## src/rtl/colorbin_pkg.sv

```systemverilog
`default_nettype none

// ~~~~~~~~~~~~~~~~~~~~~~~~~~~~~~~~~~~~~~~~~~~~~~~~~~~~~~~~~~~~~~~~~~~~~~
// colorbin package: class codes, counter and pixel widths, HSV
// thresholds and the packed face word shared by the colour binner
// ~~~~~~~~~~~~~~~~~~~~~~~~~~~~~~~~~~~~~~~~~~~~~~~~~~~~~~~~~~~~~~~~~~~~~~

package colorbin_pkg;

	// NONE only appears on the face output after reset
	typedef enum logic [2:0] {
		NONE   = 3'd0,
		RED    = 3'd1,
		ORANGE = 3'd2,
		YELLOW = 3'd3,
		GREEN  = 3'd4,
		BLUE   = 3'd5,
		WHITE  = 3'd6,
		OTHER  = 3'd7
	} color_e;

	localparam int NUM_CLASSES = 7;
	// row-major, index = row*3 + col
	localparam int NUM_CELLS   = 9;

	typedef logic [3:0] cell_idx_t;

	localparam int COUNT_W = 15;
	typedef logic [COUNT_W-1:0] count_t;

	// hsv inputs, only the top FIELD_W bits carry the integer part
	localparam int PIX_W   = 16;
	localparam int FIELD_W = 10;

	localparam logic [FIELD_W-1:0] SAT_WHITE_MAX  = 10'd10;
	localparam logic [FIELD_W-1:0] SAT_MIN        = 10'd50;
	localparam logic [FIELD_W-1:0] ORANGE_SAT_MIN = 10'd90;
	localparam logic [FIELD_W-1:0] VALUE_MIN      = 10'd10;

	// hue in degrees
	localparam logic [FIELD_W-1:0] HUE_RED_LO    = 10'd325;
	localparam logic [FIELD_W-1:0] HUE_ORANGE_LO = 10'd10;
	localparam logic [FIELD_W-1:0] HUE_YELLOW_LO = 10'd40;
	localparam logic [FIELD_W-1:0] HUE_GREEN_LO  = 10'd75;
	localparam logic [FIELD_W-1:0] HUE_BLUE_LO   = 10'd140;
	localparam logic [FIELD_W-1:0] HUE_BLUE_HI   = 10'd280;

	// cell n at bits 3n+2:3n
	typedef color_e [NUM_CELLS-1:0] face_t;

endpackage

`default_nettype wire

```

## src/rtl/dominant_pick.sv

```systemverilog
`timescale 1ns/1ps
`default_nettype none

// ~~~~~~~~~~~~~~~~~~~~~~~~~~~~~~~~~~~~~~~~~~~~~~~~~~~~~~~~~~~~~~~~~~~~~~
// dominant pick: per-cell argmax over the class counts, registered
// into the face word at the end of each frame
// ~~~~~~~~~~~~~~~~~~~~~~~~~~~~~~~~~~~~~~~~~~~~~~~~~~~~~~~~~~~~~~~~~~~~~~

module dominant_pick (
	input  wire                  i_clk,
	input  wire                  i_rstn,
	input  colorbin_pkg::count_t i_counts [colorbin_pkg::NUM_CELLS][colorbin_pkg::NUM_CLASSES],
	input  wire                  i_frame_end,
	output colorbin_pkg::face_t  o_face
);

	colorbin_pkg::color_e pick [colorbin_pkg::NUM_CELLS];

	// strict compare keeps the lowest code on a tie
	function automatic colorbin_pkg::color_e argmax(
		input colorbin_pkg::count_t cnt [colorbin_pkg::NUM_CLASSES]
	);
		logic [2:0] best;
		best = 3'd0;
		for (int k = 1; k < colorbin_pkg::NUM_CLASSES; k++) begin
			if (cnt[k] > cnt[best]) begin
				best = 3'(k);
			end
		end
		return colorbin_pkg::color_e'(best + 3'd1);
	endfunction

	always_comb begin
		for (int c = 0; c < colorbin_pkg::NUM_CELLS; c++) begin
			pick[c] = argmax(i_counts[c]);
		end
	end

	always_ff @(posedge i_clk) begin
		if (!i_rstn) begin
			for (int c = 0; c < colorbin_pkg::NUM_CELLS; c++) begin
				o_face[c] <= colorbin_pkg::NONE;
			end
		end else if (i_frame_end) begin
			for (int c = 0; c < colorbin_pkg::NUM_CELLS; c++) begin
				o_face[c] <= pick[c];
			end
		end
	end

endmodule

`default_nettype wire

```

## config.mk

```make
export PLATFORM = sky130hd
export DESIGN_NAME = dominant_pick
export DESIGN_NICKNAME = d
export VERILOG_FILES = /design/src/rtl/colorbin_pkg.sv /design/src/rtl/dominant_pick.sv
export SDC_FILE = /design/constraint.sdc
export NUM_CORES = 2
export LEC_CHECK = 0
export ABC_CLOCK_PERIOD_IN_PS = 39400
export BUFFER_PORTS_ARGS = -buffer_cell sky130_fd_sc_hd__buf_2
export CORE_AREA = 5 5 380 382
export CTS_CLUSTER_DIAMETER = 50
export DETAILED_ROUTE_END_ITERATION = 16
export DIE_AREA = 0 0 385 387
export MAX_ROUTING_LAYER = met4
export PLACE_DENSITY = 0.44
export REMOVE_ABC_BUFFERS = 1
export SYNTH_ARGS = -nofsm -noshare
export SYNTH_HDL_FRONTEND = slang
export SYNTH_SLANG_ARGS = --single-unit
```

## constraint.sdc

```tcl
create_clock -name i_clk -period 39.4 [get_ports i_clk]
set_input_delay 11.82 -clock i_clk [delete_from_list [all_inputs] [get_ports i_clk]]
set_output_delay 11.82 -clock i_clk [all_outputs]
set_load 0.02 [all_outputs]
```

==> metrics.txt <==
status=completed; CP arrival=28.15 ns; RD Place Congestion=1.01; fmax=0.0358 GHz; Multi-input gate area=0.0318 mm2; top_reg_cell synth=dfxtp_1; Synth Area in Compound Gates=32.9%; CTS Sinks=27; Fill cells=15700; number of synthesis warnings=0; async set-reset flop share out of synthesis=0%; max FFs per register=27; largest net degree at the start of global routing=54; synth top area cells=ha_1, mux2i_1, a21oi_1; adder-cell share of the synthesized area=29.8%; nets=7476; largest family of logic cells by synthesized area=compound AO/OA/AOI/OAI gates; Synth Area in Simple Gates=18.6%; post-route minimum period=27.95 ns; Worst Skew=0 ns; total power=2.42 mW; Area after DPL=0.0415 mm2; TritonCTS buffer count=3; setup bufs post-CTS=0; Slew @ Worst Pin=1.26 ns; synth unique cells=90; Rel. slew slack=16.0%; io pins=975; Seq/Total Area, Yosys=1.57%; Die ar.=0.149 mm2; Layout area overhead=21.5%; clk_lat worst skew=0.32 ns; share of the synthesized area in the top cell type=29.8%; number of DRC markers in iteration 0=3306; design area=0.0418 mm2; crit path launch type=input port; CTS resizes=0; Worst path max stage delay=1.01 ns; Worst setup EP type=flip-flop; Setup WS pre-CTS=11.10 ns; row count=138; storage element area=541 um2; pwr dens=57.8 mW/mm2; initial antenna violation count=157; PnR worst setup slack=11.45 ns; mapped cell area=0.0344 mm2; die height=387 um; Top Registers=o_face x27; cts hold-fix bufs=0; gr ovfl total=0; CTS tree=yes; Worst Path Max Fanout=34; Max-Cap Viols=0; Hold Vio Cnt, Final=0; HP Class=flip-flop to flip-flop; leak pwr=20.9 nW; drt wl/cell=27.0 um; via count=43100; Cells after Synth=4869; DRC Markers=0; Synth Area in XOR/XNOR=0%; post-route ant nets=0; Detailed Routing Iterations Pass 1=6; RSZ-0062 raised after global routing=no; FF-to-FF setup slack=38.48 ns; area leader, netlist=ha_1; Post-Route Setup TNS=0 ns; H-Tree Level Count=1; crit path max-delay cell type=a22oi_1; number of synthesized register bits=27; crit share post-route=70.9%; layout cells sized above 1=21.1%; DRT Wirelength=209 mm; kind of critical path=input port to flip-flop; Via density=5.58; Core ar.=0.141 mm2; number of port buffers=974; Biggest register=o_face; Global Route Usage Sum=27.1%; Max Slew Vio Count=0; Post-synth EDFFs=0; global-route wire length before repair=294 mm; maximum VDD drop=0.0287 mV; Avg Cell Area, Syn=7.07 um2; DP Wirelength=184 mm; Max Buffers Root-to-Sink=2; multiplexer share of the synthesized area=10.9%; Worst-path clk slew=0.11 ns; Die X=385 um; number of global-route vias before repair=42200; final setup violating endpoints=0; Initial Util=24.5%; Req. time, crit path=39.60 ns; root buffer cell=clkbuf_16
-- cells in the mapped netlist (41+ instances only) --
library cell / count
a211oi_1: 60
mux2_2: 78
mux2i_1: 280
o21ai_0: 358
nor2_1: 360
o22ai_1: 112
buf_2: 41
nor3_1: 60
clkbuf_1: 151
nand4_1: 125
a221o_1: 69
o21a_1: 72
nand2_1: 426
a21oi_1: 440
inv_1: 341
o21ai_1: 70
ha_1: 819
a31oi_1: 41
o221ai_1: 43
nor2b_1: 74
nand3_1: 146
a21o_1: 150
-- placed cells by master, fill, tap and decap left out, drive strengths merged, types with 27 or more instances in the layout --
cell type	count
o21ai	432
o211ai	41
a31oi	43
buf	1049
mux2i	280
inv	341
a221o	69
nand2	427
diode	125
nor3	61
and3	35
nor2b	74
nand3	146
nor2	363
a22oi	27
o21a	72
a211oi	62
dfxtp	27
o22ai	112
o221ai	43
mux2	83
a21oi	444
a221oi	37
nand4	125
a21o	150
or3	27
ha	819
-- cells by family (layout without fill, tap and decap cells) --
logic type,count (synthesis),after routing
AND/OR/NAND/NOR,1368,1368
multiplexers,363,363
buffers and inverters,556,1395
adder cells (fa/ha/maj),819,819
flip-flops,27,27
AO/OA/AOI/OAI,1736,1736
other,0,125
-- metrics by stage --
stage / cells / hold slack (ns) / util [%]
final: 7723 / 0.480 / 29.7
after global placement: 7594 / 0.456 / 29.5
after floorplan: 4655 / 0.543 / -
after detailed placement: 7594 / 0.463 / 29.5
after global routing: 7711 / 0.485 / 29.7
after CTS: 7598 / 0.481 / 29.5
-- routing by layer --
layer	part of all wire, %	GRT usage, %	vias up
li1	-	-	20500
met1	40	31.5	20400
met2	47	45.3	1854
met3	8.3	6.54	365
met4	4.1	9.83	0
met5	0	-	-
-- worst paths after layout --
path / start / to / cells past startpoint
setup / recovery: i_counts[627] / o_face[11]$_SDFFE_PN0P_ / 56
hold / removal: o_face[26]$_SDFFE_PN0P_ / o_face[26]$_SDFFE_PN0P_ / 2
setup reg to reg: o_face[8]$_SDFFE_PN0P_ / o_face[8]$_SDFFE_PN0P_ / 2
hold reg to reg: o_face[26]$_SDFFE_PN0P_ / o_face[26]$_SDFFE_PN0P_ / 2
-- power by group --
group          switching, mW  internal (mW)
Clock                 0.0171         0.0140
Sequential           0.00614         0.0372
Combinational           1.45          0.891
-- area by class of cell --
class / count / share of cell area, %
Antenna cell: 125 / 0.748
Clock buffer: 3 / 0.179
Clock inverter: 1 / 0.0120
Inverter: 342 / 3.07
Multi-Input combinational cell: 4286 / 76.0
Sequential cell: 27 / 1.29
Tap cell: 1890 / 5.65
Timing Repair Buffer: 1049 / 13.0
-- worst max-delay path: cells and delay by family --
family / cells / cell delay [ns]
adders and majority gates: 7 / 1.91
and+or+nand+nor: 18 / 5.19
buffers and inverters: 4 / 0.63
AOI/OAI and AO/OA: 27 / 8.54
(Power assumes the default switching activity.)
