<file path="src/rtl/colorbin_pkg.sv">
`default_nettype none

// ~~~~~~~~~~~~~~~~~~~~~~~~~~~~~~~~~~~~~~~~~~~~~~~~~~~~~~~~~~~~~~~~~~~~~~
// colorbin package: class codes, counter and pixel widths, HSV
// thresholds and the packed face word shared by the colour binner
// ~~~~~~~~~~~~~~~~~~~~~~~~~~~~~~~~~~~~~~~~~~~~~~~~~~~~~~~~~~~~~~~~~~~~~~

package colorbin_pkg;

	// NONE only appears on the face output after reset
	typedef enum logic [2:0] {
		NONE   = 3'd0,
		RED    = 3'd1,
		ORANGE = 3'd2,
		YELLOW = 3'd3,
		GREEN  = 3'd4,
		BLUE   = 3'd5,
		WHITE  = 3'd6,
		OTHER  = 3'd7
	} color_e;

	localparam int NUM_CLASSES = 7;
	// row-major, index = row*3 + col
	localparam int NUM_CELLS   = 9;

	typedef logic [3:0] cell_idx_t;

	localparam int COUNT_W = 15;
	typedef logic [COUNT_W-1:0] count_t;

	// hsv inputs, only the top FIELD_W bits carry the integer part
	localparam int PIX_W   = 16;
	localparam int FIELD_W = 10;

	localparam logic [FIELD_W-1:0] SAT_WHITE_MAX  = 10'd10;
	localparam logic [FIELD_W-1:0] SAT_MIN        = 10'd50;
	localparam logic [FIELD_W-1:0] ORANGE_SAT_MIN = 10'd90;
	localparam logic [FIELD_W-1:0] VALUE_MIN      = 10'd10;

	// hue in degrees
	localparam logic [FIELD_W-1:0] HUE_RED_LO    = 10'd325;
	localparam logic [FIELD_W-1:0] HUE_ORANGE_LO = 10'd10;
	localparam logic [FIELD_W-1:0] HUE_YELLOW_LO = 10'd40;
	localparam logic [FIELD_W-1:0] HUE_GREEN_LO  = 10'd75;
	localparam logic [FIELD_W-1:0] HUE_BLUE_LO   = 10'd140;
	localparam logic [FIELD_W-1:0] HUE_BLUE_HI   = 10'd280;

	// cell n at bits 3n+2:3n
	typedef color_e [NUM_CELLS-1:0] face_t;

endpackage

`default_nettype wire

</file>
<file path="src/rtl/pixel_tag_if.sv">
`timescale 1ns/1ps
`default_nettype none

// ~~~~~~~~~~~~~~~~~~~~~~~~~~~~~~~~~~~~~~~~~~~~~~~~~~~~~~~~~~~~~~~~~~~~~~
// pixel tag: one registered pixel with its cell position and class,
// passed from the locator and classifier to the histogram
// ~~~~~~~~~~~~~~~~~~~~~~~~~~~~~~~~~~~~~~~~~~~~~~~~~~~~~~~~~~~~~~~~~~~~~~

interface pixel_tag_if;

	logic                    tag_valid;
	// pixel inside one of the nine cells
	logic                    tag_hit;
	colorbin_pkg::cell_idx_t tag_cell;
	// last pixel of the frame
	logic                    tag_last;
	colorbin_pkg::color_e    tag_class;

	modport locator (
		output tag_valid,
		output tag_hit,
		output tag_cell,
		output tag_last
	);

	modport classifier (
		output tag_class
	);

	modport sink (
		input tag_valid,
		input tag_hit,
		input tag_cell,
		input tag_last,
		input tag_class
	);

endinterface

`default_nettype wire

</file>
<file path="src/rtl/hsv_classify.sv">
`timescale 1ns/1ps
`default_nettype none

// ~~~~~~~~~~~~~~~~~~~~~~~~~~~~~~~~~~~~~~~~~~~~~~~~~~~~~~~~~~~~~~~~~~~~~~
// hsv classifier: maps one HSV pixel to a colour class code with an
// ordered set of threshold rules, registered alongside the locator tag
// ~~~~~~~~~~~~~~~~~~~~~~~~~~~~~~~~~~~~~~~~~~~~~~~~~~~~~~~~~~~~~~~~~~~~~~

module hsv_classify (
	input  wire                            i_clk,
	input  wire [colorbin_pkg::PIX_W-1:0] i_hue,
	input  wire [colorbin_pkg::PIX_W-1:0] i_sat,
	input  wire [colorbin_pkg::PIX_W-1:0] i_value,
	input  wire                            i_valid,
	pixel_tag_if.classifier                o_tag
);

	logic [colorbin_pkg::FIELD_W-1:0] hue;
	logic [colorbin_pkg::FIELD_W-1:0] sat;
	logic [colorbin_pkg::FIELD_W-1:0] val;
	colorbin_pkg::color_e             cls;

	// integer parts only
	assign hue = i_hue[colorbin_pkg::PIX_W-1 -: colorbin_pkg::FIELD_W];
	assign sat = i_sat[colorbin_pkg::PIX_W-1 -: colorbin_pkg::FIELD_W];
	assign val = i_value[colorbin_pkg::PIX_W-1 -: colorbin_pkg::FIELD_W];

	// first matching rule wins
	always_comb begin
		if (sat < colorbin_pkg::SAT_WHITE_MAX) begin
			cls = colorbin_pkg::WHITE;
		end else if (val <= colorbin_pkg::VALUE_MIN || sat <= colorbin_pkg::SAT_MIN) begin
			cls = colorbin_pkg::OTHER;
		end else if (hue >= colorbin_pkg::HUE_RED_LO || hue < colorbin_pkg::HUE_ORANGE_LO) begin
			// red wraps through 0 degrees
			cls = colorbin_pkg::RED;
		end else if (hue < colorbin_pkg::HUE_YELLOW_LO) begin
			cls = (sat > colorbin_pkg::ORANGE_SAT_MIN) ? colorbin_pkg::ORANGE
			                                           : colorbin_pkg::OTHER;
		end else if (hue < colorbin_pkg::HUE_GREEN_LO) begin
			cls = colorbin_pkg::YELLOW;
		end else if (hue < colorbin_pkg::HUE_BLUE_LO) begin
			cls = colorbin_pkg::GREEN;
		end else if (hue < colorbin_pkg::HUE_BLUE_HI) begin
			cls = colorbin_pkg::BLUE;
		end else begin
			cls = colorbin_pkg::OTHER;
		end
	end

	always_ff @(posedge i_clk) begin
		if (i_valid) begin
			o_tag.tag_class <= cls;
		end
	end

endmodule

`default_nettype wire

</file>
<file path="src/flat_wrapper.sv">
// flat-port wrapper written by rule: the top's interface ports become plain ports
module hsv_classify_flat 
  (i_clk, i_hue, i_sat, i_value, i_valid, o_tag_tag_class);
  pixel_tag_if o_tag_i ();
  input  wire i_clk;
  input  wire [colorbin_pkg::PIX_W-1:0] i_hue;
  input  wire [colorbin_pkg::PIX_W-1:0] i_sat;
  input  wire [colorbin_pkg::PIX_W-1:0] i_value;
  input  wire i_valid;
  output wire logic [$bits(o_tag_i.tag_class)-1:0] o_tag_tag_class;
  assign o_tag_tag_class = o_tag_i.tag_class;
  hsv_classify u_core (.i_clk(i_clk), .i_hue(i_hue), .i_sat(i_sat), .i_value(i_value), .i_valid(i_valid), .o_tag(o_tag_i));
endmodule
</file>
<file path="config.mk">
export PLATFORM = sky130hd
export DESIGN_NAME = hsv_classify_flat
export DESIGN_NICKNAME = d
export VERILOG_FILES = /design/src/rtl/colorbin_pkg.sv /design/src/rtl/pixel_tag_if.sv /design/src/rtl/hsv_classify.sv /design/src/flat_wrapper.sv
export SDC_FILE = /design/constraint.sdc
export NUM_CORES = 1
export LEC_CHECK = 0
export ABC_AREA = 0
export BUFFER_PORTS_ARGS = -buffer_cell sky130_fd_sc_hd__buf_2
export CAP_MARGIN = 20
export CORE_MARGIN = 10
export CORE_UTILIZATION = 25
export CTS_CLUSTER_SIZE = 40
export DETAILED_ROUTE_END_ITERATION = 7
export PLACE_DENSITY_LB_ADDON = 0.25
export SETUP_SLACK_MARGIN = 0.1
export SYNTH_ARGS = -nofsm -noshare
export SYNTH_HDL_FRONTEND = slang
export SYNTH_SLANG_ARGS = --single-unit
export TNS_END_PERCENT = 50
</file>
<file path="constraint.sdc">
create_clock -name i_clk -period 1.25 [get_ports i_clk]
set_input_delay 0 -clock i_clk [delete_from_list [all_inputs] [get_ports i_clk]]
set_output_delay 0 -clock i_clk [all_outputs]
set_load 0.01 [all_outputs]
</file>
==> impl_metrics.env <==
export IMPL_hold_violations=0
export IMPL_critPathMaxStageDelay_ps=540
export IMPL_crit_end="u_core.o_tag.tag_class[2]"
export IMPL_dieArea_um2=3380
export IMPL_required_ps=1340
export IMPL_synthToLayoutAreaGrowth_pct=83.4
export IMPL_slew_headroom_pct=72.8
export IMPL_diodes=0
export IMPL_worstSetupPathDepth=5
export IMPL_crit_path_start_kind="input pin"
export IMPL_fillers=145
export IMPL_die_x_um=58.1
export IMPL_drt_pass1_iterations=3
export IMPL_largest_reg_flops=3
export IMPL_ff_latch_area_um2=90.1
export IMPL_start_util_pct=27.2
export IMPL_num_vias=555
export IMPL_vias_per_cell=5.09
export IMPL_io_pins=53
export IMPL_gp_congestion=0.782
export IMPL_dpl_hpwl_mm=1.24
export IMPL_dpl_cell_area_um2=627
export IMPL_crit_arrival_ps=1210
export IMPL_num_rows=13
export IMPL_syn_cell_area_um2=363
export IMPL_rsz0062_at_grt="yes"
export IMPL_path_cells="buf_2 -> or4_4 -> o41ai_4 -> buf_4 -> a31o_1"
export IMPL_clk_pin_slew_worst_paths_ps=40
export IMPL_status="finished, final reports clean"
export IMPL_regMostFlops="u_core.o_tag.tag_class"
export IMPL_yosys_cell_types_count=18
export IMPL_grt_pass1_vias=536
export IMPL_hold_buffers=0
export IMPL_fin_crit_ps=1120
export IMPL_crit_buf_inv=2
export IMPL_finalSetupViolCount=0
export IMPL_cts_tree="built"
export IMPL_drive_gt1_share_pct=54.3
export IMPL_ys_ff_latch=3
export IMPL_hold_class="input pin to flip-flop"
export IMPL_drt_iter0_drc=1
export IMPL_ant_nets=0
export IMPL_worstMarginPinSlew_ps=406
export IMPL_end_kind="flip-flop"
export IMPL_die_height_um=58.1
export IMPL_dpl_worst_slack_ps=-115
export IMPL_antenna_found_initial=0
export IMPL_path_delay_family="simple AND/OR/NAND/NOR gates"
export IMPL_grt_util_all_layers_pct=7.48
export IMPL_fin_area_um2=666
export IMPL_slew_viol_final=0
export IMPL_syn_inst=46
export IMPL_yosysWarnings=0
export IMPL_wl_per_cell_um=12.2
export IMPL_globalRouteOverflowTotal=0
export IMPL_routed_wl_mm=1.33
export IMPL_fin_ws_ps=131
export IMPL_htreeDepth=1
export IMPL_p_leak_nw=0.307
export IMPL_post_cts_buffers=0
export IMPL_nets=145
export IMPL_cp_max_fo=2
export IMPL_coreArea_um2=1330
export IMPL_period_share_pct=89.5
export IMPL_path_class="input pin to flip-flop"
export IMPL_crit_start="i_value[13]"
export IMPL_cap_violations=0
export IMPL_grt_max_degree=6
export IMPL_cts_buffers=3
export IMPL_fmax_mhz=894
export IMPL_powerDensity_nw_per_um2=666
export IMPL_hp_start="i_valid"
export IMPL_portBuffers=34
export IMPL_top_regs="u_core.o_tag.tag_class x3"
export IMPL_drc=0
export IMPL_cts_max_path_buffers=2
export IMPL_grt_pass1_wl_mm=2.13
export IMPL_avgSynthCellArea_um2=7.89
export IMPL_synthesis_nets=96
export IMPL_multi_input_area_um2=285
export IMPL_ir_worst_vdd_v=0.000289
export IMPL_clock_sinks=3
export IMPL_yosysSeqAreaShare_pct=24.8
export IMPL_cts_root_buf="clkbuf_4"
export IMPL_cpMaxStageDelayCell="or4_4"
per-stage QoR:
| stage | total power, mW | util (%) | hold slack (ps) | instances | setup TNS (ps) |
|---|---|---|---|---|---|
| after global placement | 0.277 | 47.0 | 246 | 105 | -262 |
| after CTS | 0.448 | 49.0 | 14.2 | 109 | 0 |
| after floorplan | 0.173 | - | 112 | 46 | 0 |
| after detailed placement | 0.280 | 47.0 | 249 | 105 | -320 |
| final | 0.443 | 49.9 | 16.1 | 109 | 0 |
| after global routing | 0.476 | 49.9 | 18.8 | 109 | 0 |
cell families after synthesis:
family | after synthesis | synth area share, %
AOI/OAI and AO/OA | 21 | 42.4
DFF | 3 | 24.8
and+or+nand+nor | 22 | 32.8
cell usage in the layout, fill, tap and decap left out:
cell	n
nand4b_1	1
nand2_1	4
nand3_1	6
or4_4	1
a31o_1	2
nor3_1	1
nor4_2	1
buf_4	10
a32oi_1	1
nor2_1	3
clkbuf_4	3
a311oi_2	1
edfxtp_1	3
o21ai_0	9
buf_2	34
nor2b_1	2
a21boi_0	1
a2111oi_0	1
a211oi_1	2
o41ai_4	1
nor4_1	3
a21oi_1	3
clkbuf_1	1
cell type report:
type                    instances  share of cell area, %
multi-input cells              43                   42.9
well taps                      15                   2.82
clock buffers                   4                   3.95
repair buffers                 44                   36.8
flip-flops and latches          3                   13.5
power by group:
| group | switching, mW | internal (mW) |
|---|---|---|
| Combinational | 0.0726 | 0.0844 |
| Clock | 0.0435 | 0.119 |
| Sequential | 0.00174 | 0.122 |
worst min-delay path by stage:
stage                                            to  slack [ps]  depth (start not counted)
after floorplan           u_core.o_tag.tag_class[0]         110                          0
after global placement    u_core.o_tag.tag_class[2]         250                          1
after detailed placement  u_core.o_tag.tag_class[1]         250                          1
after CTS                 u_core.o_tag.tag_class[2]          10                          1
after global routing      u_core.o_tag.tag_class[2]          20                          1
final                     u_core.o_tag.tag_class[1]          20                          1
cells in the mapped netlist:
cell type	n	area share, %
a2111oi_0	1	2.4
a211oi_1	2	4.1
a21boi_0	1	2.1
a21oi_1	3	4.1
edfxtp_1	3	25
o21ai_0	9	12
nor2_1	3	3.1
a31o_1	2	4.8
nor2b_1	2	3.4
nor3_1	1	1.4
nand3_1	6	8.3
a311oi_1	1	2.4
nand2_1	4	4.1
nor4_1	4	6.9
o41ai_4	1	7.6
a32oi_1	1	2.4
nand4b_1	1	2.4
or4_4	1	3.1
routing by layer:
layer  global-route usage, %  part of all wire (%)  vias up
met2                    13.0                    50       19
li1                        -                     -      290
met1                    7.01                    37      244
met3                    5.01                    12        2
met5                       0                     0        -
met4                    2.01                  0.60        0
what timing repair did:
action                     in CTS  in global routing
gates resized for setup         0                  2
setup endpoints to repair       0                  3
hold endpoints to repair        0                  0
(Power assumes the default switching activity.)
