### config.mk
export PLATFORM = sky130hd
export DESIGN_NAME = grid_locator_flat
export DESIGN_NICKNAME = d
export VERILOG_FILES = /design/src/rtl/colorbin_pkg.sv /design/src/rtl/pixel_tag_if.sv /design/src/rtl/grid_locator.sv /design/src/flat_wrapper.sv
export SDC_FILE = /design/constraint.sdc
export NUM_CORES = 1
export LEC_CHECK = 0
export ABC_CLOCK_PERIOD_IN_PS = 4200
export BUFFER_PORTS_ARGS = -buffer_cell sky130_fd_sc_hd__buf_2
export CAP_MARGIN = 25
export CORE_MARGIN = 2
export CORE_UTILIZATION = 55
export CTS_BUF_LIST = sky130_fd_sc_hd__clkbuf_4 sky130_fd_sc_hd__clkbuf_8
export CTS_CLUSTER_SIZE = 14
export DETAILED_ROUTE_END_ITERATION = 16
export GPL_TIMING_DRIVEN = 1
export HOLD_SLACK_MARGIN = 0.06
export PLACE_DENSITY = 0.74
export SYNTH_ARGS = -nofsm -noshare
export SYNTH_HDL_FRONTEND = slang
export SYNTH_SLANG_ARGS = --single-unit
### constraint.sdc
create_clock -name i_clk -period 4.2 [get_ports i_clk]
set_clock_uncertainty 0.15 [all_clocks]
set_input_delay 0.21 -clock i_clk [delete_from_list [all_inputs] [get_ports i_clk]]
set_output_delay 0.21 -clock i_clk [all_outputs]
set_load 0.01 [all_outputs]
### src/rtl/colorbin_pkg.sv
`default_nettype none

// ~~~~~~~~~~~~~~~~~~~~~~~~~~~~~~~~~~~~~~~~~~~~~~~~~~~~~~~~~~~~~~~~~~~~~~
// colorbin package: class codes, counter and pixel widths, HSV
// thresholds and the packed face word shared by the colour binner
// ~~~~~~~~~~~~~~~~~~~~~~~~~~~~~~~~~~~~~~~~~~~~~~~~~~~~~~~~~~~~~~~~~~~~~~

package colorbin_pkg;

	// NONE only appears on the face output after reset
	typedef enum logic [2:0] {
		NONE   = 3'd0,
		RED    = 3'd1,
		ORANGE = 3'd2,
		YELLOW = 3'd3,
		GREEN  = 3'd4,
		BLUE   = 3'd5,
		WHITE  = 3'd6,
		OTHER  = 3'd7
	} color_e;

	localparam int NUM_CLASSES = 7;
	// row-major, index = row*3 + col
	localparam int NUM_CELLS   = 9;

	typedef logic [3:0] cell_idx_t;

	localparam int COUNT_W = 15;
	typedef logic [COUNT_W-1:0] count_t;

	// hsv inputs, only the top FIELD_W bits carry the integer part
	localparam int PIX_W   = 16;
	localparam int FIELD_W = 10;

	localparam logic [FIELD_W-1:0] SAT_WHITE_MAX  = 10'd10;
	localparam logic [FIELD_W-1:0] SAT_MIN        = 10'd50;
	localparam logic [FIELD_W-1:0] ORANGE_SAT_MIN = 10'd90;
	localparam logic [FIELD_W-1:0] VALUE_MIN      = 10'd10;

	// hue in degrees
	localparam logic [FIELD_W-1:0] HUE_RED_LO    = 10'd325;
	localparam logic [FIELD_W-1:0] HUE_ORANGE_LO = 10'd10;
	localparam logic [FIELD_W-1:0] HUE_YELLOW_LO = 10'd40;
	localparam logic [FIELD_W-1:0] HUE_GREEN_LO  = 10'd75;
	localparam logic [FIELD_W-1:0] HUE_BLUE_LO   = 10'd140;
	localparam logic [FIELD_W-1:0] HUE_BLUE_HI   = 10'd280;

	// cell n at bits 3n+2:3n
	typedef color_e [NUM_CELLS-1:0] face_t;

endpackage

`default_nettype wire

### src/rtl/pixel_tag_if.sv
`timescale 1ns/1ps
`default_nettype none

// ~~~~~~~~~~~~~~~~~~~~~~~~~~~~~~~~~~~~~~~~~~~~~~~~~~~~~~~~~~~~~~~~~~~~~~
// pixel tag: one registered pixel with its cell position and class,
// passed from the locator and classifier to the histogram
// ~~~~~~~~~~~~~~~~~~~~~~~~~~~~~~~~~~~~~~~~~~~~~~~~~~~~~~~~~~~~~~~~~~~~~~

interface pixel_tag_if;

	logic                    tag_valid;
	// pixel inside one of the nine cells
	logic                    tag_hit;
	colorbin_pkg::cell_idx_t tag_cell;
	// last pixel of the frame
	logic                    tag_last;
	colorbin_pkg::color_e    tag_class;

	modport locator (
		output tag_valid,
		output tag_hit,
		output tag_cell,
		output tag_last
	);

	modport classifier (
		output tag_class
	);

	modport sink (
		input tag_valid,
		input tag_hit,
		input tag_cell,
		input tag_last,
		input tag_class
	);

endinterface

`default_nettype wire

### src/rtl/grid_locator.sv
`timescale 1ns/1ps
`default_nettype none

// ~~~~~~~~~~~~~~~~~~~~~~~~~~~~~~~~~~~~~~~~~~~~~~~~~~~~~~~~~~~~~~~~~~~~~~
// grid locator: raster x/y counters, 3x3 cell window lookup and the
// end-of-frame mark, registered as the pixel tag
// ~~~~~~~~~~~~~~~~~~~~~~~~~~~~~~~~~~~~~~~~~~~~~~~~~~~~~~~~~~~~~~~~~~~~~~

module grid_locator #(
	parameter int FRAME_W    = 480,
	parameter int FRAME_H    = 480,
	parameter int CELL_SIZE  = 156,
	parameter int CELL_PITCH = 160
) (
	input  wire         i_clk,
	input  wire         i_rstn,
	input  wire         i_valid,
	pixel_tag_if.locator o_tag
);

	localparam int X_W = $clog2(FRAME_W);
	localparam int Y_W = $clog2(FRAME_H);

	logic [X_W-1:0] pos_x;
	logic [Y_W-1:0] pos_y;
	logic [2:0]     col_win;
	logic [2:0]     row_win;
	logic           at_last;

	// {hit, index} of the window holding pos, window n starts at n*pitch
	function automatic logic [2:0] win_lookup(input int unsigned pos);
		logic [2:0] res;
		res = 3'b000;
		for (int n = 0; n < 3; n++) begin
			if (pos >= n * CELL_PITCH && pos < n * CELL_PITCH + CELL_SIZE) begin
				res = {1'b1, 2'(n)};
			end
		end
		return res;
	endfunction

	assign col_win = win_lookup(pos_x);
	assign row_win = win_lookup(pos_y);
	assign at_last = (pos_x == X_W'(FRAME_W - 1)) && (pos_y == Y_W'(FRAME_H - 1));

	// raster position, stalls while i_valid is low
	always_ff @(posedge i_clk) begin
		if (!i_rstn) begin
			pos_x <= '0;
			pos_y <= '0;
		end else if (i_valid) begin
			if (pos_x == X_W'(FRAME_W - 1)) begin
				pos_x <= '0;
				pos_y <= (pos_y == Y_W'(FRAME_H - 1)) ? '0 : pos_y + 1'b1;
			end else begin
				pos_x <= pos_x + 1'b1;
			end
		end
	end

	always_ff @(posedge i_clk) begin
		if (!i_rstn) begin
			o_tag.tag_valid <= 1'b0;
		end else begin
			o_tag.tag_valid <= i_valid;
		end
	end

	always_ff @(posedge i_clk) begin
		if (i_valid) begin
			o_tag.tag_hit  <= col_win[2] & row_win[2];
			o_tag.tag_cell <= {2'b00, row_win[1:0]} * 4'd3 + {2'b00, col_win[1:0]};
			o_tag.tag_last <= at_last;
		end
	end

endmodule

`default_nettype wire

### src/flat_wrapper.sv
// flat-port wrapper written by rule: the top's interface ports become plain ports
module grid_locator_flat 
#(
	parameter int FRAME_W    = 480,
	parameter int FRAME_H    = 480,
	parameter int CELL_SIZE  = 156,
	parameter int CELL_PITCH = 160
)
  (i_clk, i_rstn, i_valid, o_tag_tag_valid, o_tag_tag_hit, o_tag_tag_cell, o_tag_tag_last);
  pixel_tag_if o_tag_i ();
  input  wire i_clk;
  input  wire i_rstn;
  input  wire i_valid;
  output wire logic [$bits(o_tag_i.tag_valid)-1:0] o_tag_tag_valid;
  output wire logic [$bits(o_tag_i.tag_hit)-1:0] o_tag_tag_hit;
  output wire logic [$bits(o_tag_i.tag_cell)-1:0] o_tag_tag_cell;
  output wire logic [$bits(o_tag_i.tag_last)-1:0] o_tag_tag_last;
  assign o_tag_tag_valid = o_tag_i.tag_valid;
  assign o_tag_tag_hit = o_tag_i.tag_hit;
  assign o_tag_tag_cell = o_tag_i.tag_cell;
  assign o_tag_tag_last = o_tag_i.tag_last;
  grid_locator #(.FRAME_W(FRAME_W), .FRAME_H(FRAME_H), .CELL_SIZE(CELL_SIZE), .CELL_PITCH(CELL_PITCH)) u_core (.i_clk(i_clk), .i_rstn(i_rstn), .i_valid(i_valid), .o_tag(o_tag_i));
endmodule
==> flow_metrics.py, run 1 <==
metrics = {
    "final_layout": {
        "nets": 166,
        "stdcell_area_um2": 1409,
        "final_layout_size_suffix_gt1_share_pct": 12.82,
        "fin_util_pct": 62.49,
        "syn_to_final_growth_pct": 5.927,
        "insertedDiodeCount": 0,
    },
    "pwr": {
        "p_leak_nw": 0.5421,
        "switchingPower_w": 0.00008497,
        "finalPower_w": 0.0003845,
        "peakVddDrop_uv": 211.9,
        "p_seq_share_pct": 65.6,
        "switching_share_pct": 22.10,
        "power_frac_clock_pct": 30.2,
        "power.density_nw_per_um2": 272.9,
        "share_comb_of_total_power_pct": 4.2,
        "power.internal_w": 0.0002995,
    },
    "detailed_routing": {
        "final_antenna_net_count": 0,
        "drcViolationCount": 0,
        "dr.pass1.iters": 4,
        "avgRoutedWirePerCell_um": 14.73,
        "post_drt_via_cell_ratio": 6.054,
        "drt_wl_total_um": 2711,
        "drt-initial-drc-count": 27,
        "num_vias": 1114,
    },
    "cts": {
        "h-tree-depth": 1,
        "clock_latency_ps": 320,
        "cts_tree": "done",
        "path_clk_slew_ps": 130,
        "root_buffer": "clkbuf_4",
        "clock_path_buffers": 2,
        "cts_sinks": 25,
        "numCtsBuffers": 3,
        "cts_setup_buffers": 0,
    },
    "grt": {
        "track_usage_pct": 22.46,
        "antenna_found_initial": 0,
        "overflow": 0,
        "grt_max_degree": 15,
        "grt_pass1_wl_um": 4581,
        "grt_pass1_vias": 1057,
    },
    "timing": {
        "fmax_ghz": 0.4095,
        "slew_viol_final": 0,
        "worstMarginPinSlew_ps": 508.3,
        "min_period_ps": 2442,
        "setup_tns_ps": 0,
        "final-setup-viol-count": 0,
        "min_period_over_period_pct": 58.14,
        "relSlewSlack_pct": 65.85,
        "rsz0062_at_grt": "false",
        "setup_ws_ps": 1758,
        "hold_violations": 0,
    },
    "yosys": {
        "ys.flop_type": "dfxtp_1",
        "synth_edf_count": 6,
        "yosys_warnings": 0,
        "synth.most_common_cell": "dfxtp_1",
        "synthArstFlopShare_pct": 0,
        "ys_ff_latch": 25,
        "netlist_top_cells_area": "dfxtp_1 (29%), edfxtp_1 (14%), ha_1 (5.6%), xor2_1 (4.6%), nor2_1 (4.5%)",
        "syn-cell-area_um2": 1330,
        "syn_inst": 151,
        "ys_seq_area_share_pct": 42.14,
        "synth_common_cells": "dfxtp_1 (19), nor2_1 (16), nand2_1 (14), a21oi_1 (10), o21ai_0 (8)",
        "netlist.area_leader.share_pct": 28.60,
        "syn-num-nets": 160,
        "yosysTopAreaCell": "dfxtp_1",
        "syn_avg_cell_area_um2": 8.808,
        "synth.distinct_cells": 40,
    },
    "worst_setup_path": {
        "required_ps": 4150,
        "cp-end-kind": "flip-flop",
        "setup.worst_path.start_class": "flip-flop",
        "path_class": "flip-flop to flip-flop",
        "cp.arrival_ps": 2390,
        "crit_fanout": 7,
    },
    "floorplanning": {
        "ios": 10,
        "die_w_um": 53.18,
        "fp.dieH_um": 53.18,
        "core.rowCount": 17,
        "coreArea_um2": 2255,
        "initial_utilization_pct": 58.99,
        "dieArea_um2": 2828,
    },
    "placement": {
        "dpl_worst_slack_ps": 1769,
        "numPortBuffers": 9,
        "dpl_cell_area_um2": 1369,
        "dp_hpwl_um": 1967,
        "gp_congestion": 0.8098,
    },
    "flow_run": {
        "max_cap_violations": 0,
    },
    "min_path": {
        "hold_class": "input pin to flip-flop",
    },
    "run_status": {
        "status": "finished, final reports clean",
    },
}
==> state kept, by name, summed over array words and instances (netlist names) <==
register and flops:
u_core.pos_y 9, u_core.pos_x 9, u_core.o_tag.tag_hit 1, u_core.o_tag.tag_last 1, u_core.o_tag.tag_valid 1, u_core.o_tag.tag_cell 4
==> path summary, 6_finish.rpt <==
path,cells past startpoint,end,startpoint,slack [ps]
worst max-delay path,8,u_core.o_tag.tag_cell[3],u_core.pos_y[2],1760
worst min-delay path,1,u_core.o_tag.tag_cell[3],i_valid,140
worst max register to register,8,u_core.o_tag.tag_cell[3],u_core.pos_y[2],1760
worst min register to register,2,u_core.pos_x[1],u_core.pos_x[1],400
==> power groups by stage <==
| stage | combinational [W] | clock [W] | sequential (W) |
|---|---|---|---|
| finish | 0.0000163 | 0.000116 | 0.000252 |
| global route | 0.0000185 | 0.000125 | 0.000253 |
| CTS | 0.0000167 | 0.000117 | 0.000252 |
| detailed placement | 0.0000159 | 0 | 0.000257 |
| global placement | 0.0000153 | 0 | 0.000257 |
| floorplan | 0.00000829 | 0 | 0.000258 |
==> metal layers <==
layer / GRT usage, % / share of wire [%] / vias up
met5: 0 / 0 / -
met4: 9.402 / 2.5 / 0
met3: 2.825 / 2.5 / 9
met2: 39.17 / 50 / 23
met1: 27.66 / 45 / 527
li1: - / - / 555
==> cell usage in the layout (no fill, tap or decap), types with 2 or more instances in the layout <==
cell type,count
a21oi_1,10
and3_1,4
buf_2,9
clkbuf_4,4
dfxtp_1,19
edfxtp_1,6
ha_1,6
inv_1,3
nand2_1,14
nand3_1,5
nand4_1,5
nand4b_1,2
nor2_1,16
nor3_1,5
nor3b_1,3
nor4_1,2
o21ai_0,8
or2_2,2
or3_1,3
or4_1,3
xnor2_1,2
xor2_1,7
==> per-stage QoR <==
step	hold WS, ps	instances
after floorplan	172.5	151
after global placement	345.3	179
after detailed placement	363.9	179
after CTS	137.7	184
after global routing	143.8	184
final	136.8	184
==> critical path, cell delays in order, from the launching register on <==
cell and delay [ps]:
dfxtp_1 450, and3_1 230, nand2_1 60, a31o_2 270, or2_2 270, ha_1 280, ha_1 200, ha_1 170
a21o_1 140
==> logic make-up (layout without fill, tap and decap cells) <==
kind of cell | count (synthesis) | after routing | share of synthesized area [%]
AND/OR/NAND/NOR | 71 | 71 | 29.16
AO/OA/AOI/OAI | 27 | 27 | 12.42
flip-flops | 25 | 25 | 42.14
buffers and inverters | 12 | 17 | 3.951
XOR/XNOR | 9 | 9 | 5.927
adder cells (fa/ha/maj) | 6 | 6 | 5.644
multiplexers | 1 | 1 | 0.7526
==> final cells by class <==
cell class              instances  area, um2
inverters                       3      11.26
fillers                       208      845.8
flip-flops and latches         25      560.5
repair buffers                 10      55.05
multi-input cells             114      716.9
well taps                      28      35.03
clock buffers                   4      30.03
==> repair_timing <==
action / CTS / global route
hold buffers: 1 / 0
endpoints found under the hold margin: 2 / 0
resized for setup: 0 / 0
Power figures use the tool's default switching activity.
==> inputs of run 2 (changes only) <==
ABC_CLOCK_PERIOD_IN_PS = 2350   (was 4200)
clock period = 2.35 ns   (was 4.2 ns; I/O delays follow)
==> run 2 against run 1 <==
Effect of this change:
- routed wire length is 1.0% higher
- combinational power is 93% higher
- worst hold slack better by 240 ps
- critical endpoint unchanged
- largest cell class unchanged
==> flow_metrics.py, run 2 (synthesis gave the netlist of run 1 again) <==
metrics = {
    "flow_run": {
        "max_cap_violations": 0,
    },
    "timing": {
        "relSlewSlack_pct": 72.88,
        "setup_tns_ps": 0,
        "final-setup-viol-count": 0,
        "fmax_ghz": 0.4393,
        "min_period_over_period_pct": 96.86,
        "hold_violations": 0,
        "slew_viol_final": 0,
        "rsz0062_at_grt": "false",
        "min_period_ps": 2276,
        "worstMarginPinSlew_ps": 403.7,
    },
    "detailed_routing": {
        "drt-initial-drc-count": 24,
        "avgRoutedWirePerCell_um": 14.11,
        "drcViolationCount": 0,
        "dr.pass1.iters": 4,
        "post_drt_via_cell_ratio": 5.840,
        "num_vias": 1133,
        "final_antenna_net_count": 0,
        "drt_wl_total_um": 2738,
    },
    "final_layout": {
        "insertedDiodeCount": 0,
        "final_cell_mix": "nor2_1 (16), nand2_1 (14), dfxtp_1 (13), a21oi_1 (10)",
        "fin_util_pct": 66.48,
        "layout_commonest_cell": "nor2_1",
        "syn_to_final_growth_pct": 12.70,
        "nets": 176,
        "reg_top3": "u_core.pos_x (9), u_core.pos_y (9), u_core.o_tag.tag_cell (4)",
        "final_layout_size_suffix_gt1_share_pct": 21.69,
    },
    "cts": {
        "clock_latency_ps": 320,
        "h-tree-depth": 1,
        "cts_tree": "done",
        "cts_setup_buffers": 0,
        "numCtsBuffers": 3,
        "root_buffer": "clkbuf_4",
        "path_clk_slew_ps": 150,
        "cts_sinks": 25,
        "clock_path_buffers": 2,
    },
    "floorplanning": {
        "dieArea_um2": 2828,
        "fp.dieH_um": 53.18,
        "initial_utilization_pct": 58.99,
        "coreArea_um2": 2255,
        "core.rowCount": 17,
        "die_w_um": 53.18,
        "ios": 10,
    },
    "pwr": {
        "finalPower_w": 0.0006833,
        "peakVddDrop_uv": 344.3,
        "power.density_nw_per_um2": 455.9,
        "p_leak_nw": 0.5901,
    },
    "worst_setup_path": {
        "crit_family": "adder cells",
        "r2r_cells": 8,
        "cpMaxStageDelayCell": "dfxtp_2",
        "required_ps": 2300,
        "worstPathCellList": "and3_4 -> nand2_1 -> a31o_2 -> or2_2 -> ha_1 -> ha_1 -> ha_1 -> a21o_1",
        "cp_common_cell": "ha_1",
        "cpPeakStageDelay_ps": 370,
        "r2r-end": "u_core.o_tag.tag_cell[3]",
        "crit-reg2reg-launch": "u_core.pos_y[4]",
        "setup.worst_path.start_class": "flip-flop",
        "rrSetupSlack_ps": 70,
        "path_class": "flip-flop to flip-flop",
        "cp-end-kind": "flip-flop",
        "crit_fanout": 3,
        "crit_buf_inv": 0,
        "cp.arrival_ps": 2220,
    },
    "min_path": {
        "hp-start": "u_core.pos_y[1]",
        "worstHoldEndpoint": "u_core.pos_y[1]",
        "holdPathStages": 2,
        "hold_class": "flip-flop to flip-flop",
    },
    "grt": {
        "grt_use_met1_pct": 30.20,
        "grt_pass1_vias": 990,
        "met2_usage_pct": 35.63,
        "antenna_found_initial": 0,
        "top_usage_layer": "met2",
        "grt.met3_usage_pct": 2.542,
        "overflow": 0,
        "track_usage_pct": 22.00,
        "grt_pass1_wl_um": 4505,
        "grt_max_degree": 16,
    },
    "run_status": {
        "status": "finished, final reports clean",
    },
    "placement": {
        "gp_congestion": 0.8464,
        "numPortBuffers": 9,
        "dp_hpwl_um": 1967,
    },
}
-- run 2: changes by cell type in the layout (fill, tap and decap cells not counted), sizes merged --
cell	before	now
buf	9	18
clkbuf	4	3
clkinvlp	0	1
dlygate4sd3	1	2
-- run 2: how the worst max path moves through the flow --
| stage | slack [ps] | endpoint | startpoint | cells past startpoint |
|---|---|---|---|---|
| after floorplan | 30 | u_core.o_tag.tag_cell[3] | u_core.pos_y[5] | 8 |
| after global placement | 90 | u_core.o_tag.tag_cell[3] | u_core.pos_y[4] | 8 |
| after detailed placement | 60 | u_core.o_tag.tag_cell[3] | u_core.pos_y[4] | 8 |
| after CTS | 30 | u_core.o_tag.tag_cell[3] | u_core.pos_y[6] | 8 |
| after global routing | 6 | u_core.o_tag.tag_cell[3] | u_core.pos_y[4] | 8 |
| final | 70 | u_core.o_tag.tag_cell[3] | u_core.pos_y[4] | 8 |
-- run 2: worst reg2reg max path: stages, from the launching register on --
cell and delay [ps]:
dfxtp_2 370, and3_4 180, nand2_1 50, a31o_2 240, or2_2 270, ha_1 280
ha_1 200, ha_1 170, a21o_1 140
-- run 2: layout make-up --
cell class | instances | area, um2
Timing Repair Buffer | 20 | 132.6
Multi-Input combinational cell | 114 | 721.9
Inverter | 3 | 11.26
Clock buffer | 3 | 22.52
Sequential cell | 25 | 568.0
Fill cell | 187 | 755.7
Tap cell | 28 | 35.03
Clock inverter | 1 | 7.507
-- run 2: what timing repair did --
| item | 4_1_cts | 5_1_grt |
|---|---|---|
| hold endpoints to repair | 8 | 0 |
| resized for setup | 0 | 7 |
| endpoints found under the setup margin | 0 | 2 |
| hold buffers | 2 | 0 |
-- run 2: per-stage QoR --
stage	std cells	cell area (um2)	hold slack (ps)	setup slack (ps)
5_1_grt	194	1499	411.6	6.162
4_1_cts	194	1486	375.3	32.51
6_report	194	1499	377.4	73.69
3_5_place_dp	188	1436	305.2	55.40
2_1_floorplan	151	1330	80.00	29.81
3_3_place_gp	188	1436	292.3	89.74
-- run 2: routing by layer --
metal / up-vias / routed length, um
met5: - / 0
met3: 2 / 96
met1: 534 / 1271
met4: 0 / 17
li1: 577 / -
met2: 20 / 1353
-- run 2: power breakdown --
group | internal (W) | leakage (nW) | switching, W | total (W)
sequential | 0.000446 | 0.219 | 0.00000375 | 0.000450
combinational | 0.0000129 | 0.357 | 0.0000185 | 0.0000314
clock | 0.0000650 | 0.0139 | 0.000137 | 0.000202
total | 0.000524 | 0.590 | 0.000159 | 0.000683
==> inputs of run 3 (changes only) <==
BUFFER_PORTS_ARGS = unset   (was -buffer_cell sky130_fd_sc_hd__buf_2)
DONT_BUFFER_PORTS = 1   (was unset)
PLACE_DENSITY = 0.7   (was 0.74)
==> run 3 against run 2 <==
Effect of this change:
- global-route usage down 0.37 points
- final area down 2.5%
- via count down 2.5%
- critical path depth unchanged
- non-clock buffer count down 11
- clock power about the same
- maximum frequency up 3.9%
- critical path type unchanged
- highest routed layer unchanged
==> flow_metrics.py, run 3 (synthesis gave the netlist of run 1 again) <==
metrics = {
    "run_status": {
        "status": "finished, final reports clean",
    },
    "pwr": {
        "power_frac_clock_pct": 29.7,
        "share_comb_of_total_power_pct": 3.6,
        "finalPower_w": 0.0006795,
        "peakVddDrop_uv": 364.2,
        "p_leak_nw": 0.5448,
        "p_seq_share_pct": 66.7,
        "switchingPower_w": 0.0001586,
        "power.internal_w": 0.0005209,
        "switching_share_pct": 23.34,
        "power.density_nw_per_um2": 464.9,
    },
    "worst_setup_path": {
        "crit_fanout": 4,
        "crit_family": "adder cells",
        "required_ps": 2310,
        "setup.worst_path.start_class": "flip-flop",
        "worstPathCellList": "and3_4 -> nand2_1 -> a31o_2 -> or2_4 -> ha_4 -> ha_1 -> ha_1 -> a21o_1",
        "r2r-end": "u_core.o_tag.tag_cell[3]",
        "cp.arrival_ps": 2160,
        "crit-reg2reg-launch": "u_core.pos_y[4]",
        "path_class": "flip-flop to flip-flop",
        "crit_buf_inv": 0,
        "cp-end-kind": "flip-flop",
        "cpPeakStageDelay_ps": 380,
        "cpMaxStageDelayCell": "dfxtp_2",
        "rrSetupSlack_ps": 160,
        "cp_common_cell": "ha_1",
        "r2r_cells": 8,
    },
    "timing": {
        "final-setup-viol-count": 0,
        "worstMarginPinSlew_ps": 625.5,
        "rsz0062_at_grt": "false",
        "fin_hold_ws_ps": 317.9,
        "hold_violations": 0,
        "min_period_ps": 2191,
        "fmax_ghz": 0.4564,
        "relSlewSlack_pct": 58.30,
        "min_period_over_period_pct": 93.23,
        "slew_viol_final": 0,
    },
    "final_layout": {
        "stdcell_count": 183,
        "reg_top3": "u_core.pos_x (9), u_core.pos_y (9), u_core.o_tag.tag_cell (4)",
        "final_cell_mix": "nor2_1 (16), nand2_1 (14), dfxtp_1 (13), a21oi_1 (10), o21ai_0 (8)",
        "insertedDiodeCount": 0,
        "final_layout_size_suffix_gt1_share_pct": 17.42,
        "nets": 165,
        "syn_to_final_growth_pct": 9.878,
        "fillers": 204,
        "layout_commonest_cell": "nor2_1",
    },
    "grt": {
        "grt_pass1_vias": 1008,
        "grt_pass1_wl_um": 4374,
        "overflow": 0,
        "track_usage_pct": 21.62,
        "antenna_found_initial": 0,
        "grt_max_degree": 16,
    },
    "cts": {
        "h-tree-depth": 1,
        "path_clk_slew_ps": 150,
        "cts_setup_buffers": 0,
        "cts_tree": "done",
        "clock_latency_ps": 330,
        "numCtsBuffers": 3,
        "cts_sinks": 25,
        "clock_path_buffers": 2,
        "root_buffer": "clkbuf_4",
    },
    "detailed_routing": {
        "drcViolationCount": 0,
        "avgRoutedWirePerCell_um": 14.89,
        "drt_wl_total_um": 2725,
        "final_antenna_net_count": 0,
        "post_drt_via_cell_ratio": 6.038,
        "drt-initial-drc-count": 34,
        "num_vias": 1105,
        "dr.pass1.iters": 4,
    },
    "floorplanning": {
        "ios": 10,
        "die_w_um": 53.18,
        "coreArea_um2": 2255,
        "fp.dieH_um": 53.18,
        "dieArea_um2": 2828,
        "initial_utilization_pct": 58.99,
        "core.rowCount": 17,
    },
    "min_path": {
        "holdPathStages": 1,
        "worstHoldEndpoint": "u_core.o_tag.tag_cell[1]",
        "hp-start": "i_valid",
        "hold_class": "input pin to flip-flop",
    },
    "placement": {
        "gp_congestion": 0.8027,
        "dp_hpwl_um": 1952,
        "dp.cells": 177,
        "numPortBuffers": 0,
    },
    "flow_run": {
        "max_cap_violations": 0,
    },
}
## run 3: changes by cell type in the layout (fill, tap and decap cells not counted), sizes merged
cell / change
dlygate4sd3: -1
buf: -11
dlymetal6s4s: +1
## run 3: power groups by stage
stage                     clock [W]  combinational, W  sequential (W)
after floorplan                   0         0.0000148        0.000462
after global placement            0         0.0000147        0.000462
after detailed placement          0         0.0000161        0.000463
after CTS                  0.000213         0.0000247        0.000454
after global routing       0.000218         0.0000269        0.000455
final                      0.000202         0.0000246        0.000453
## run 3: per-stage QoR
step / instance area (um2) / util [%] / setup slack (ps) / setup TNS [ps]
6_report: 1461 / 64.82 / 159.1 / 0
5_1_grt: 1461 / 64.82 / 64.59 / 0
4_1_cts: 1429 / 63.37 / 2.173 / 0
3_5_place_dp: 1376 / 61.04 / -19.36 / -19.36
3_3_place_gp: 1376 / 61.04 / 44.10 / 0
2_1_floorplan: 1330 / - / 29.81 / 0
## run 3: worst max path at each step
stage                         start  depth (start not counted)  slack, ps                       end
detailed placement  u_core.pos_y[4]                          8        -20  u_core.o_tag.tag_cell[3]
finish              u_core.pos_y[4]                          8        160  u_core.o_tag.tag_cell[3]
floorplan           u_core.pos_y[5]                          8         30  u_core.o_tag.tag_cell[3]
global placement    u_core.pos_y[4]                          8         40  u_core.o_tag.tag_cell[3]
CTS                 u_core.pos_y[6]                          8          2  u_core.o_tag.tag_cell[3]
global route        u_core.pos_x[0]                          5         60           u_core.pos_y[5]
## run 3: routing by layer
metal	GRT usage (%)	vias up	wire, um
met2	36.04	32	1304
met5	0	-	0
met4	11.11	0	53
met1	26.95	511	1242
li1	-	557	-
met3	3.107	5	125
## run 3: what timing repair did
action                     4_1_cts  5_1_grt
hold endpoints to repair        25        0
gates cloned                     0        0
resized for setup                2        9
setup endpoints to repair        1        3
pin swaps                        0        0
hold buffers                     2        0
## run 3: final cells by class
class	instances	area, um2	share of cell area (%)
multi-input combinational	114	742.0	50.77
sequential	25	568.0	38.87
timing repair buffer	9	75.07	5.137
tap	28	35.03	2.397
clock buffer	3	22.52	1.541
inverter	3	11.26	0.7705
clock inverter	1	7.507	0.5137
